## src/test/prog.hex

```
// one 32-bit instruction word per line, hex
// line n holds the word at RESET_PC + 4*n
00500093
00a00113
002081b3
40208233
0020f2b3
0020e333
0020c3b3
00209433
0020b4b3
00312023
00012503
00150513
fe0508e3
00b50633
00c00693
0000006f

```

## src/verilog/fetch_pkg.sv

```systemverilog
package fetch_pkg;

  // pc, AXI address and AXI data width
  parameter int XLEN = 64;

  // one uncompressed instruction
  parameter int ILEN = 32;

  // addi x0,x0,0, shown whenever no valid instruction is offered
  parameter logic [ILEN-1:0] NOP_INST = 32'h0000_0013;

  // two-bit AXI response code
  typedef enum logic [1:0] {
    RESP_OKAY   = 2'b00,
    RESP_EXOKAY = 2'b01,
    RESP_SLVERR = 2'b10,
    RESP_DECERR = 2'b11
  } axi_resp_e;

  // read master: idle, address phase, data phase
  typedef enum logic [1:0] {
    RD_IDLE,
    RD_ADDR,
    RD_DATA
  } rd_state_e;

  // instruction memory: accept, latency wait, response
  typedef enum logic [1:0] {
    MEM_IDLE,
    MEM_WAIT,
    MEM_RESP
  } mem_state_e;

endpackage

```

## src/verilog/pc_gen.sv

```systemverilog
`timescale 1ns/1ps

module pc_gen import fetch_pkg::*; #(
  parameter logic [XLEN-1:0] RESET_PC = 64'h0000_0000_8000_0000
) (
  input  logic            clk,
  input  logic            rst_n,
  // one pulse per instruction handed to decode
  input  logic            advance_i,
  // decode redirect, single cycle
  input  logic            redirect_i,
  input  logic [XLEN-1:0] redirect_pc_i,
  // address of the next fetch
  output logic [XLEN-1:0] pc_o
);

  logic [XLEN-1:0] pc_q;
  logic [XLEN-1:0] pc_d;
  logic [XLEN-1:0] pc_seq;

  // sequential successor, no compressed instructions
  assign pc_seq = pc_q + XLEN'(4);

  // next pc select
  // redirect wins over advance, otherwise hold
  always_comb begin
    pc_d = pc_q;
    if (redirect_i) begin
      pc_d = redirect_pc_i;
    end else if (advance_i) begin
      pc_d = pc_seq;
    end
  end

  // pc register
  // comes out of reset pointing at the first fetch address
  always_ff @(posedge clk or negedge rst_n) begin
    if (!rst_n) begin
      pc_q <= RESET_PC;
    end else begin
      pc_q <= pc_d;
    end
  end

  // fetch stage samples this when it launches a read
  assign pc_o = pc_q;

endmodule

```

## src/verilog/axil_read_master.sv

```systemverilog
`timescale 1ns/1ps

module axil_read_master import fetch_pkg::*; (
  input  logic            clk,
  input  logic            rst_n,
  // request side, from the fetch stage
  input  logic            req_valid_i,
  input  logic [XLEN-1:0] req_addr_i,
  output logic            req_ready_o,
  // response side, one pulse per read
  output logic            rsp_valid_o,
  output logic [XLEN-1:0] rsp_data_o,
  output axi_resp_e       rsp_resp_o,
  // AR channel
  output logic            axi_arvalid_o,
  output logic [XLEN-1:0] axi_araddr_o,
  input  logic            axi_arready_i,
  // R channel
  input  logic            axi_rvalid_i,
  input  logic [XLEN-1:0] axi_rdata_i,
  input  axi_resp_e       axi_rresp_i,
  output logic            axi_rready_o
);

  rd_state_e       state_q;
  rd_state_e       state_d;
  logic [XLEN-1:0] addr_q;
  logic [XLEN-1:0] data_q;
  axi_resp_e       resp_q;
  logic            rsp_valid_q;
  logic            req_fire;
  logic            r_fire;

  assign req_fire = req_valid_i && (state_q == RD_IDLE);
  assign r_fire   = axi_rvalid_i && (state_q == RD_DATA);

  // one read at a time
  // idle -> address phase -> data phase -> idle
  always_comb begin
    state_d = state_q;
    case (state_q)
      RD_IDLE: if (req_valid_i) state_d = RD_ADDR;
      RD_ADDR: if (axi_arready_i) state_d = RD_DATA;
      RD_DATA: if (axi_rvalid_i) state_d = RD_IDLE;
      default: state_d = RD_IDLE;
    endcase
  end

  always_ff @(posedge clk or negedge rst_n) begin
    if (!rst_n) begin
      state_q     <= RD_IDLE;
      rsp_valid_q <= 1'b0;
    end else begin
      state_q     <= state_d;
      // done pulse one cycle after the R handshake
      rsp_valid_q <= r_fire;
    end
  end

  // address held from request until AR handshake
  always_ff @(posedge clk) begin
    if (req_fire) begin
      addr_q <= req_addr_i;
    end
  end

  // read data and status kept for the fetch stage
  always_ff @(posedge clk) begin
    if (r_fire) begin
      data_q <= axi_rdata_i;
      resp_q <= axi_rresp_i;
    end
  end

  // accept new requests only when nothing is outstanding
  assign req_ready_o   = (state_q == RD_IDLE);
  // arvalid straight from state, so it cannot drop before arready
  assign axi_arvalid_o = (state_q == RD_ADDR);
  assign axi_araddr_o  = addr_q;
  assign axi_rready_o  = (state_q == RD_DATA);

  assign rsp_valid_o = rsp_valid_q;
  assign rsp_data_o  = data_q;
  assign rsp_resp_o  = resp_q;

endmodule

```

## src/verilog/axil_imem.sv

```systemverilog
`timescale 1ns/1ps

module axil_imem import fetch_pkg::*; #(
  parameter logic [XLEN-1:0] RESET_PC    = 64'h0000_0000_8000_0000,
  parameter int              MEM_WORDS   = 16,
  parameter int              MEM_LATENCY = 2
) (
  input  logic            clk,
  input  logic            rst_n,
  // AR channel
  input  logic            axi_arvalid_i,
  input  logic [XLEN-1:0] axi_araddr_i,
  output logic            axi_arready_o,
  // R channel
  output logic            axi_rvalid_o,
  output logic [XLEN-1:0] axi_rdata_o,
  output axi_resp_e       axi_rresp_o,
  input  logic            axi_rready_i
);

  // index and latency counter widths, at least one bit each
  localparam int AW = (MEM_WORDS > 1) ? $clog2(MEM_WORDS) : 1;
  localparam int CW = (MEM_LATENCY > 0) ? $clog2(MEM_LATENCY + 1) : 1;

  logic [ILEN-1:0] mem [MEM_WORDS];

  mem_state_e      state_q;
  logic [CW-1:0]   cnt_q;
  logic [XLEN-1:0] rdata_q;
  axi_resp_e       rresp_q;
  logic [XLEN-1:0] offset;
  logic [XLEN-1:0] lo_idx;
  logic [XLEN-1:0] hi_idx;
  logic            in_range;
  logic            ar_fire;

  initial begin
    $readmemh("/design/src/test/prog.hex", mem);
  end

  // word pair holding the address, 64-bit aligned
  assign offset   = axi_araddr_i - RESET_PC;
  assign lo_idx   = {offset[XLEN-1:3], 1'b0};
  assign hi_idx   = lo_idx + XLEN'(1);
  // below base or past the last word gets an error
  assign in_range = (axi_araddr_i >= RESET_PC) && (lo_idx < XLEN'(MEM_WORDS));
  assign ar_fire  = axi_arvalid_i && (state_q == MEM_IDLE);

  // latency FSM
  // cnt counts down the wait cycles after the AR handshake
  always_ff @(posedge clk or negedge rst_n) begin
    if (!rst_n) begin
      state_q <= MEM_IDLE;
      cnt_q   <= '0;
    end else begin
      case (state_q)
        MEM_IDLE: begin
          if (axi_arvalid_i) begin
            cnt_q   <= CW'(MEM_LATENCY);
            state_q <= (MEM_LATENCY == 0) ? MEM_RESP : MEM_WAIT;
          end
        end
        MEM_WAIT: begin
          cnt_q <= cnt_q - CW'(1);
          if (cnt_q == CW'(1)) state_q <= MEM_RESP;
        end
        MEM_RESP: if (axi_rready_i) state_q <= MEM_IDLE;
        default:  state_q <= MEM_IDLE;
      endcase
    end
  end

  // read data captured at accept, held until rready
  always_ff @(posedge clk) begin
    if (ar_fire) begin
      if (in_range) begin
        rdata_q[ILEN-1:0] <= mem[lo_idx[AW-1:0]];
        // odd depth leaves the top half empty
        rdata_q[XLEN-1:ILEN] <= (hi_idx < XLEN'(MEM_WORDS)) ? mem[hi_idx[AW-1:0]] : '0;
        rresp_q <= RESP_OKAY;
      end else begin
        rdata_q <= '0;
        rresp_q <= RESP_SLVERR;
      end
    end
  end

  assign axi_arready_o = (state_q == MEM_IDLE);
  assign axi_rvalid_o  = (state_q == MEM_RESP);
  assign axi_rdata_o   = rdata_q;
  assign axi_rresp_o   = rresp_q;

endmodule

```

## src/verilog/if_stage.sv

```systemverilog
`timescale 1ns/1ps

module if_stage import fetch_pkg::*; (
  input  logic            clk,
  input  logic            rst_n,
  input  logic            stall_i,
  input  logic            redirect_i,
  input  logic [XLEN-1:0] pc_i,
  output logic            advance_o,
  // request/done side of the read master
  output logic            req_valid_o,
  output logic [XLEN-1:0] req_addr_o,
  input  logic            req_ready_i,
  input  logic            rsp_valid_i,
  input  logic [XLEN-1:0] rsp_data_i,
  input  axi_resp_e       rsp_resp_i,
  // instruction slot towards decode
  output logic [ILEN-1:0] inst_o,
  output logic [XLEN-1:0] inst_pc_o,
  output logic            inst_valid_o,
  output logic            inst_fault_o
);

  logic            busy_q;
  logic            kill_q;
  logic            slot_q;
  logic            fault_q;
  logic [XLEN-1:0] req_pc_q;
  logic [XLEN-1:0] inst_pc_q;
  logic [ILEN-1:0] inst_q;
  logic [ILEN-1:0] rsp_half;
  logic            launch;
  logic            take;
  logic            rsp_keep;

  // launch only with nothing in flight and the slot empty
  assign req_valid_o = !busy_q && !slot_q && !redirect_i;
  assign req_addr_o  = pc_i;
  assign launch      = req_valid_o && req_ready_i;
  // decode takes the slot when valid and not stalled
  assign take        = slot_q && !stall_i;
  assign advance_o   = take;
  // killed or redirected responses are dropped
  assign rsp_keep    = rsp_valid_i && busy_q && !kill_q && !redirect_i;
  // pc bit 2 picks the half of the 64-bit beat
  assign rsp_half    = req_pc_q[2] ? rsp_data_i[2*ILEN-1:ILEN] : rsp_data_i[ILEN-1:0];

  // in-flight tracking, kill set by a redirect mid-read
  always_ff @(posedge clk or negedge rst_n) begin
    if (!rst_n) begin
      busy_q <= 1'b0;
      kill_q <= 1'b0;
    end else if (launch) begin
      busy_q <= 1'b1;
      kill_q <= 1'b0;
    end else if (rsp_valid_i) begin
      busy_q <= 1'b0;
      kill_q <= 1'b0;
    end else if (redirect_i && busy_q) begin
      kill_q <= 1'b1;
    end
  end

  // pc of the read in flight
  always_ff @(posedge clk) begin
    if (launch) begin
      req_pc_q <= pc_i;
    end
  end

  // output slot
  // redirect beats stall, a fault shows up as a nop
  always_ff @(posedge clk or negedge rst_n) begin
    if (!rst_n) begin
      slot_q    <= 1'b0;
      fault_q   <= 1'b0;
      inst_q    <= NOP_INST;
      inst_pc_q <= '0;
    end else if (redirect_i || take) begin
      slot_q  <= 1'b0;
      fault_q <= 1'b0;
      inst_q  <= NOP_INST;
    end else if (rsp_keep) begin
      slot_q    <= 1'b1;
      fault_q   <= (rsp_resp_i != RESP_OKAY);
      inst_q    <= (rsp_resp_i == RESP_OKAY) ? rsp_half : NOP_INST;
      inst_pc_q <= req_pc_q;
    end
  end

  assign inst_o       = inst_q;
  assign inst_pc_o    = inst_pc_q;
  assign inst_valid_o = slot_q;
  assign inst_fault_o = fault_q;

endmodule

```

## src/verilog/fetch_top.sv

```systemverilog
`timescale 1ns/1ps

module fetch_top import fetch_pkg::*; #(
  parameter logic [XLEN-1:0] RESET_PC    = 64'h0000_0000_8000_0000,
  parameter int              MEM_WORDS   = 16,
  parameter int              MEM_LATENCY = 2
) (
  input  logic            clk,
  input  logic            rst_n,
  // back-pressure and redirect from decode
  input  logic            stall_i,
  input  logic            redirect_i,
  input  logic [XLEN-1:0] redirect_pc_i,
  // instruction handed to decode
  output logic [ILEN-1:0] inst_o,
  output logic [XLEN-1:0] inst_pc_o,
  output logic            inst_valid_o,
  output logic            inst_fault_o
);

  // pc_gen <-> if_stage
  logic [XLEN-1:0] pc;
  logic            advance;

  // if_stage <-> read master
  logic            req_valid;
  logic [XLEN-1:0] req_addr;
  logic            req_ready;
  logic            rsp_valid;
  logic [XLEN-1:0] rsp_data;
  axi_resp_e       rsp_resp;

  // AXI4-Lite read channels
  logic            arvalid;
  logic [XLEN-1:0] araddr;
  logic            arready;
  logic            rvalid;
  logic [XLEN-1:0] rdata;
  axi_resp_e       rresp;
  logic            rready;

  pc_gen #(
    .RESET_PC (RESET_PC)
  ) pc_gen_i (
    .clk           (clk),
    .rst_n         (rst_n),
    .advance_i     (advance),
    .redirect_i    (redirect_i),
    .redirect_pc_i (redirect_pc_i),
    .pc_o          (pc)
  );

  if_stage if_stage_i (
    .clk          (clk),
    .rst_n        (rst_n),
    .stall_i      (stall_i),
    .redirect_i   (redirect_i),
    .pc_i         (pc),
    .advance_o    (advance),
    .req_valid_o  (req_valid),
    .req_addr_o   (req_addr),
    .req_ready_i  (req_ready),
    .rsp_valid_i  (rsp_valid),
    .rsp_data_i   (rsp_data),
    .rsp_resp_i   (rsp_resp),
    .inst_o       (inst_o),
    .inst_pc_o    (inst_pc_o),
    .inst_valid_o (inst_valid_o),
    .inst_fault_o (inst_fault_o)
  );

  axil_read_master axil_read_master_i (
    .clk           (clk),
    .rst_n         (rst_n),
    .req_valid_i   (req_valid),
    .req_addr_i    (req_addr),
    .req_ready_o   (req_ready),
    .rsp_valid_o   (rsp_valid),
    .rsp_data_o    (rsp_data),
    .rsp_resp_o    (rsp_resp),
    .axi_arvalid_o (arvalid),
    .axi_araddr_o  (araddr),
    .axi_arready_i (arready),
    .axi_rvalid_i  (rvalid),
    .axi_rdata_i   (rdata),
    .axi_rresp_i   (rresp),
    .axi_rready_o  (rready)
  );

  // memory based at the reset pc
  axil_imem #(
    .RESET_PC    (RESET_PC),
    .MEM_WORDS   (MEM_WORDS),
    .MEM_LATENCY (MEM_LATENCY)
  ) axil_imem_i (
    .clk           (clk),
    .rst_n         (rst_n),
    .axi_arvalid_i (arvalid),
    .axi_araddr_i  (araddr),
    .axi_arready_o (arready),
    .axi_rvalid_o  (rvalid),
    .axi_rdata_o   (rdata),
    .axi_rresp_o   (rresp),
    .axi_rready_i  (rready)
  );

endmodule

```

## config.mk

```make
export PLATFORM = sky130hd
export DESIGN_NAME = fetch_top
export DESIGN_NICKNAME = d
export VERILOG_FILES = /design/src/verilog/fetch_pkg.sv /design/src/verilog/pc_gen.sv /design/src/verilog/axil_read_master.sv /design/src/verilog/axil_imem.sv /design/src/verilog/if_stage.sv /design/src/verilog/fetch_top.sv
export SDC_FILE = /design/constraint.sdc
export NUM_CORES = 1
export LEC_CHECK = 0
export BUFFER_PORTS_ARGS = -buffer_cell sky130_fd_sc_hd__clkbuf_2
export CAP_MARGIN = 5
export CORE_AREA = 3 3 140 142
export DETAILED_ROUTE_END_ITERATION = 10
export DIE_AREA = 0 0 143 145
export PLACE_DENSITY = 0.76
export REMOVE_ABC_BUFFERS = 1
export SLEW_MARGIN = 25
export SYNTH_ARGS = -nofsm -noshare
export SYNTH_HDL_FRONTEND = slang
export SYNTH_SLANG_ARGS = --single-unit
```

## constraint.sdc

```tcl
create_clock -name clk -period 5.8 [get_ports clk]
set_input_delay 0.87 -clock clk [delete_from_list [all_inputs] [get_ports clk]]
set_output_delay 0.87 -clock clk [all_outputs]
set_load 0.1 [all_outputs]
```

==> impl_metrics.toml <==
[status]
outcome = "complete, no violations"

[worst_setup_path]
worst-endpoint-arrival_ps = 3000
worst_setup_path_end_kind = "register"
rr_endpoint = "pc_gen_i.pc_o[45]"
crit_slowest_cell = "sky130_fd_sc_hd__nand4_1"
stage_delay_of_the_slowest_cell_on_the_critical_path_ps = 680
rrSetupSlack_ps = 3150
critPathLaunchType = "register"
path_class = "register to register"
critical_path_required_ps = 6150
cp_num_buf_inv = 0
critical_path.top_delay_family = "simple AND/OR/NAND/NOR gates"
cp_max_fo = 12
worst-r2r-cell-count = 6
timing.critical_path.cells = "nor2b_2 -> and3_1 -> nand4_1 -> nor4_1 -> xnor2_1 -> o21ai_1"
worst_r2r_startpoint = "if_stage_i.inst_valid_o"

[grt]
grt_pass1_vias = 6327
global_route.overflow_total = 0
grt_usage = 0.1954
grt_antenna_before_repair = 0
grt_first_pass_wirelength_um = 32780
maximum_number_of_pins_on_one_net_before_global_route_repair = 100

[logic_synthesis]
yosys.area.top_type_share = 0.3692
netlist_top_cells_area = "sky130_fd_sc_hd__dfrtp_1 37%, sky130_fd_sc_hd__edfxtp_1 21%, sky130_fd_sc_hd__mux2_2 8.1%"
ys_types = 55
synth_xor_xnor_area_share = 0.05899
synth.avg_cell_area_um2 = 11.98
synth_compound_area_frac = 0.05444
synth_mux_area_frac = 0.08173
post_synth_most_frequent_cells = "138 x sky130_fd_sc_hd__dfrtp_1, 89 x sky130_fd_sc_hd__nand2_1, 67 x sky130_fd_sc_hd__mux2_2"
combinational_family_with_the_most_area_after_synthesis = "simple AND/OR/NAND/NOR gates"
ys_async_sr_fraction = 0.6796
synth_most_common_cell = "sky130_fd_sc_hd__dfrtp_1"
synth-warning-count = 0
ys_seq_elements = 206
post_synthesis_cells = 781
mappedNetlistArea_um2 = 9354
yosys.area_share.adder = 0.004013
synthSimpleGateAreaFrac = 0.1624
synth-edff-count = 66
netlist.top_cell.by_area = "sky130_fd_sc_hd__dfrtp_1"
ys.flop_type = "sky130_fd_sc_hd__dfrtp_1"
synth-seq-area-share = 0.5867

[floorplanning]
num_io_pins = 166
die_w_um = 143
die-area_um2 = 20740
core_box_area_um2 = 18580
die_y_um = 145
floorplan.initialDensity = 0.5034
rows = 50

[placement]
port_buffers = 136
dpl.hpwl_um = 14330
dp_worst_setup_slack_ps = 2684
post-place-cells = 1128
routability_congestion = 0.8425
placedInstanceArea_um2 = 10130

[cells_and_area]
utilization = 0.5840
multi_input_area_um2 = 3501
nets = 989
area_delta_synth_final_pct = 16.01
regArea_um2 = 5488
final_cell_area_um2 = 10850
stdcell_count = 1168
layout_cells_sized_above_1 = 0.3073
final_antenna_diode_count = 0
final.fill_count = 1516

[clocking]
cells_resized_by_post_cts_repair = 0
tritoncts_num_sinks = 206
clockRootBuffer = "sky130_fd_sc_hd__clkbuf_16"
cts_inserted_buffers = 22
number_of_buffers_between_clock_root_and_the_deepest_sink = 3
clock_tree.htree_level_count = 1
clock_transition_at_the_register_clock_pins_on_the_worst_setup_and_hold_paths_after_cts_ps = 60
insertion_delay_ps = 490
setup_bufs_post_cts = 0
tritoncts_clock_tree = "yes"
cts-hold-fix-buffers = 0

[drt]
via_count_of_the_routed_design = 6239
detailedRoute.firstIterationViolations = 395
drt_wl_cell_um = 17.19
detail_route.drc_violations = 0
post_detailed_route_count_of_antenna_violating_nets = 0
drtPass1Iterations = 5
detail_route.wirelength_um = 20080
route.detailed.vias_per_inst = 5.342

[power]
p_leak_nw = 4.600
power.switching_mw = 1.735
p_comb_frac = 0.273
sequentialPowerShare = 0.424
totalPowerFinal_mw = 4.526
pwr_density_cell_nw_per_um2 = 417.1
worst_ir_drop_vdd_mv = 0.2017
power.internal_mw = 2.791
switching_share = 0.3833
clock_power_share = 0.302

[min_path]
hold_start = "axil_imem_i.axi_rresp_o[1]"
hold_end = "axil_read_master_i.rsp_resp_o[1]"
path_type_of_the_worst_min_delay_path = "register to register"
timing.hold.worst_path_depth = 0

[job]
cap_viol_max_count = 0

[timing]
final_hold_viol_count = 0
rsz_0062_raised_after_global_routing = "no"
min_tclk_post_route_ps = 2648
final_clock_period_utilization_by_the_worst_path = 0.4566
setup_viol = 0
setup-tns-final_ps = 0
fmaxAchievable_ghz = 0.3776
worst_setup_skew_after_layout_ps = 14.70
slew_headroom = 0.3891
holdWs_ps = 431.4
worst_pin_slew_ps = 916.4
slew_violations = 0
timing.final.ws_setup_ps = 3152
-- registers in the layout (all words and copies together) (netlist names) --
name	count
axil_imem_i.cnt_q	2
if_stage_i.inst_valid_o	1
if_stage_i.kill_q	1
if_stage_i.busy_q	1
axil_read_master_i.rsp_valid_o	1
axil_imem_i.state_q	2
pc_gen_i.pc_o	64
axil_read_master_i.rsp_resp_o	1
if_stage_i.inst_fault_o	1
axil_imem_i.axi_rresp_o	1
axil_read_master_i.axi_araddr_o	64
if_stage_i.inst_o	1
axil_read_master_i.state_q	2
if_stage_i.inst_pc_o	64
-- power by group through the flow --
stage / Sequential [mW] / Combinational, mW / Clock [mW]
final: 1.92 / 1.24 / 1.37
after global routing: 1.95 / 1.30 / 1.46
after CTS: 1.92 / 1.25 / 1.40
after detailed placement: 1.95 / 1.24 / 0
after global placement: 1.94 / 1.22 / 0
after floorplan: 2.58 / 0.333 / 0
-- cell families (layout without fill, tap and decap cells) --
family,Yosys count,in the layout
fa+ha+maj,3,3
mux,68,68
flops,206,206
xor+xnor,63,63
other cells,1,29
compound gates,93,93
simple gates,264,264
buf+inv,83,208
-- worst max-delay path by stage --
stage / from / end / slack (ps) / cells after the start
after floorplan: if_stage_i.inst_valid_o / axil_read_master_i.axi_araddr_o[0] / -500 / 2
after global placement: redirect_i / if_stage_i.inst_pc_o[40] / 2320 / 5
after detailed placement: stall_i / pc_gen_i.pc_o[45] / 2680 / 7
after CTS: if_stage_i.inst_valid_o / pc_gen_i.pc_o[45] / 3150 / 6
after global routing: if_stage_i.inst_valid_o / pc_gen_i.pc_o[45] / 2870 / 6
final: if_stage_i.inst_valid_o / pc_gen_i.pc_o[45] / 3150 / 6
-- per-layer routing --
metal / GRT usage / routed length (um)
met3: 0.02835 / 901
met5: 0 / 0
met4: 0.04943 / 382
met1: 0.2828 / 9047
met2: 0.3120 / 9744
-- final cells by class --
class | count | share of cell area
Timing Repair Buffer | 142 | 0.06953
Clock buffer | 31 | 0.05949
Inverter | 26 | 0.008993
Tap cell | 234 | 0.02698
Multi-Input combinational cell | 520 | 0.3226
Sequential cell | 206 | 0.5057
Clock inverter | 9 | 0.006687
-- cells in the final DEF, fill, tap and decap left out, types with 3 or more instances in the layout --
| master | n |
|---|---|
| sky130_fd_sc_hd__a211oi_1 | 4 |
| sky130_fd_sc_hd__a21oi_1 | 4 |
| sky130_fd_sc_hd__and3_1 | 4 |
| sky130_fd_sc_hd__buf_4 | 6 |
| sky130_fd_sc_hd__clkbuf_1 | 4 |
| sky130_fd_sc_hd__clkbuf_16 | 23 |
| sky130_fd_sc_hd__clkbuf_2 | 134 |
| sky130_fd_sc_hd__clkbuf_8 | 4 |
| sky130_fd_sc_hd__clkinv_2 | 4 |
| sky130_fd_sc_hd__conb_1 | 29 |
| sky130_fd_sc_hd__dfrtp_1 | 138 |
| sky130_fd_sc_hd__edfxtp_1 | 66 |
| sky130_fd_sc_hd__ha_1 | 3 |
| sky130_fd_sc_hd__inv_1 | 26 |
| sky130_fd_sc_hd__mux2_2 | 67 |
| sky130_fd_sc_hd__nand2_1 | 89 |
| sky130_fd_sc_hd__nand3_1 | 17 |
| sky130_fd_sc_hd__nand3b_1 | 4 |
| sky130_fd_sc_hd__nand4_1 | 19 |
| sky130_fd_sc_hd__nand4_2 | 6 |
| sky130_fd_sc_hd__nand4b_1 | 4 |
| sky130_fd_sc_hd__nor2_1 | 35 |
| sky130_fd_sc_hd__nor2b_1 | 3 |
| sky130_fd_sc_hd__nor3_1 | 14 |
| sky130_fd_sc_hd__nor3_2 | 21 |
| sky130_fd_sc_hd__nor4_1 | 16 |
| sky130_fd_sc_hd__nor4_2 | 5 |
| sky130_fd_sc_hd__nor4b_1 | 3 |
| sky130_fd_sc_hd__o21ai_0 | 46 |
| sky130_fd_sc_hd__o21ai_1 | 27 |
| sky130_fd_sc_hd__or2_2 | 3 |
| sky130_fd_sc_hd__or3_1 | 6 |
| sky130_fd_sc_hd__xnor2_1 | 48 |
| sky130_fd_sc_hd__xor2_1 | 15 |
(Power assumes the default switching activity.)
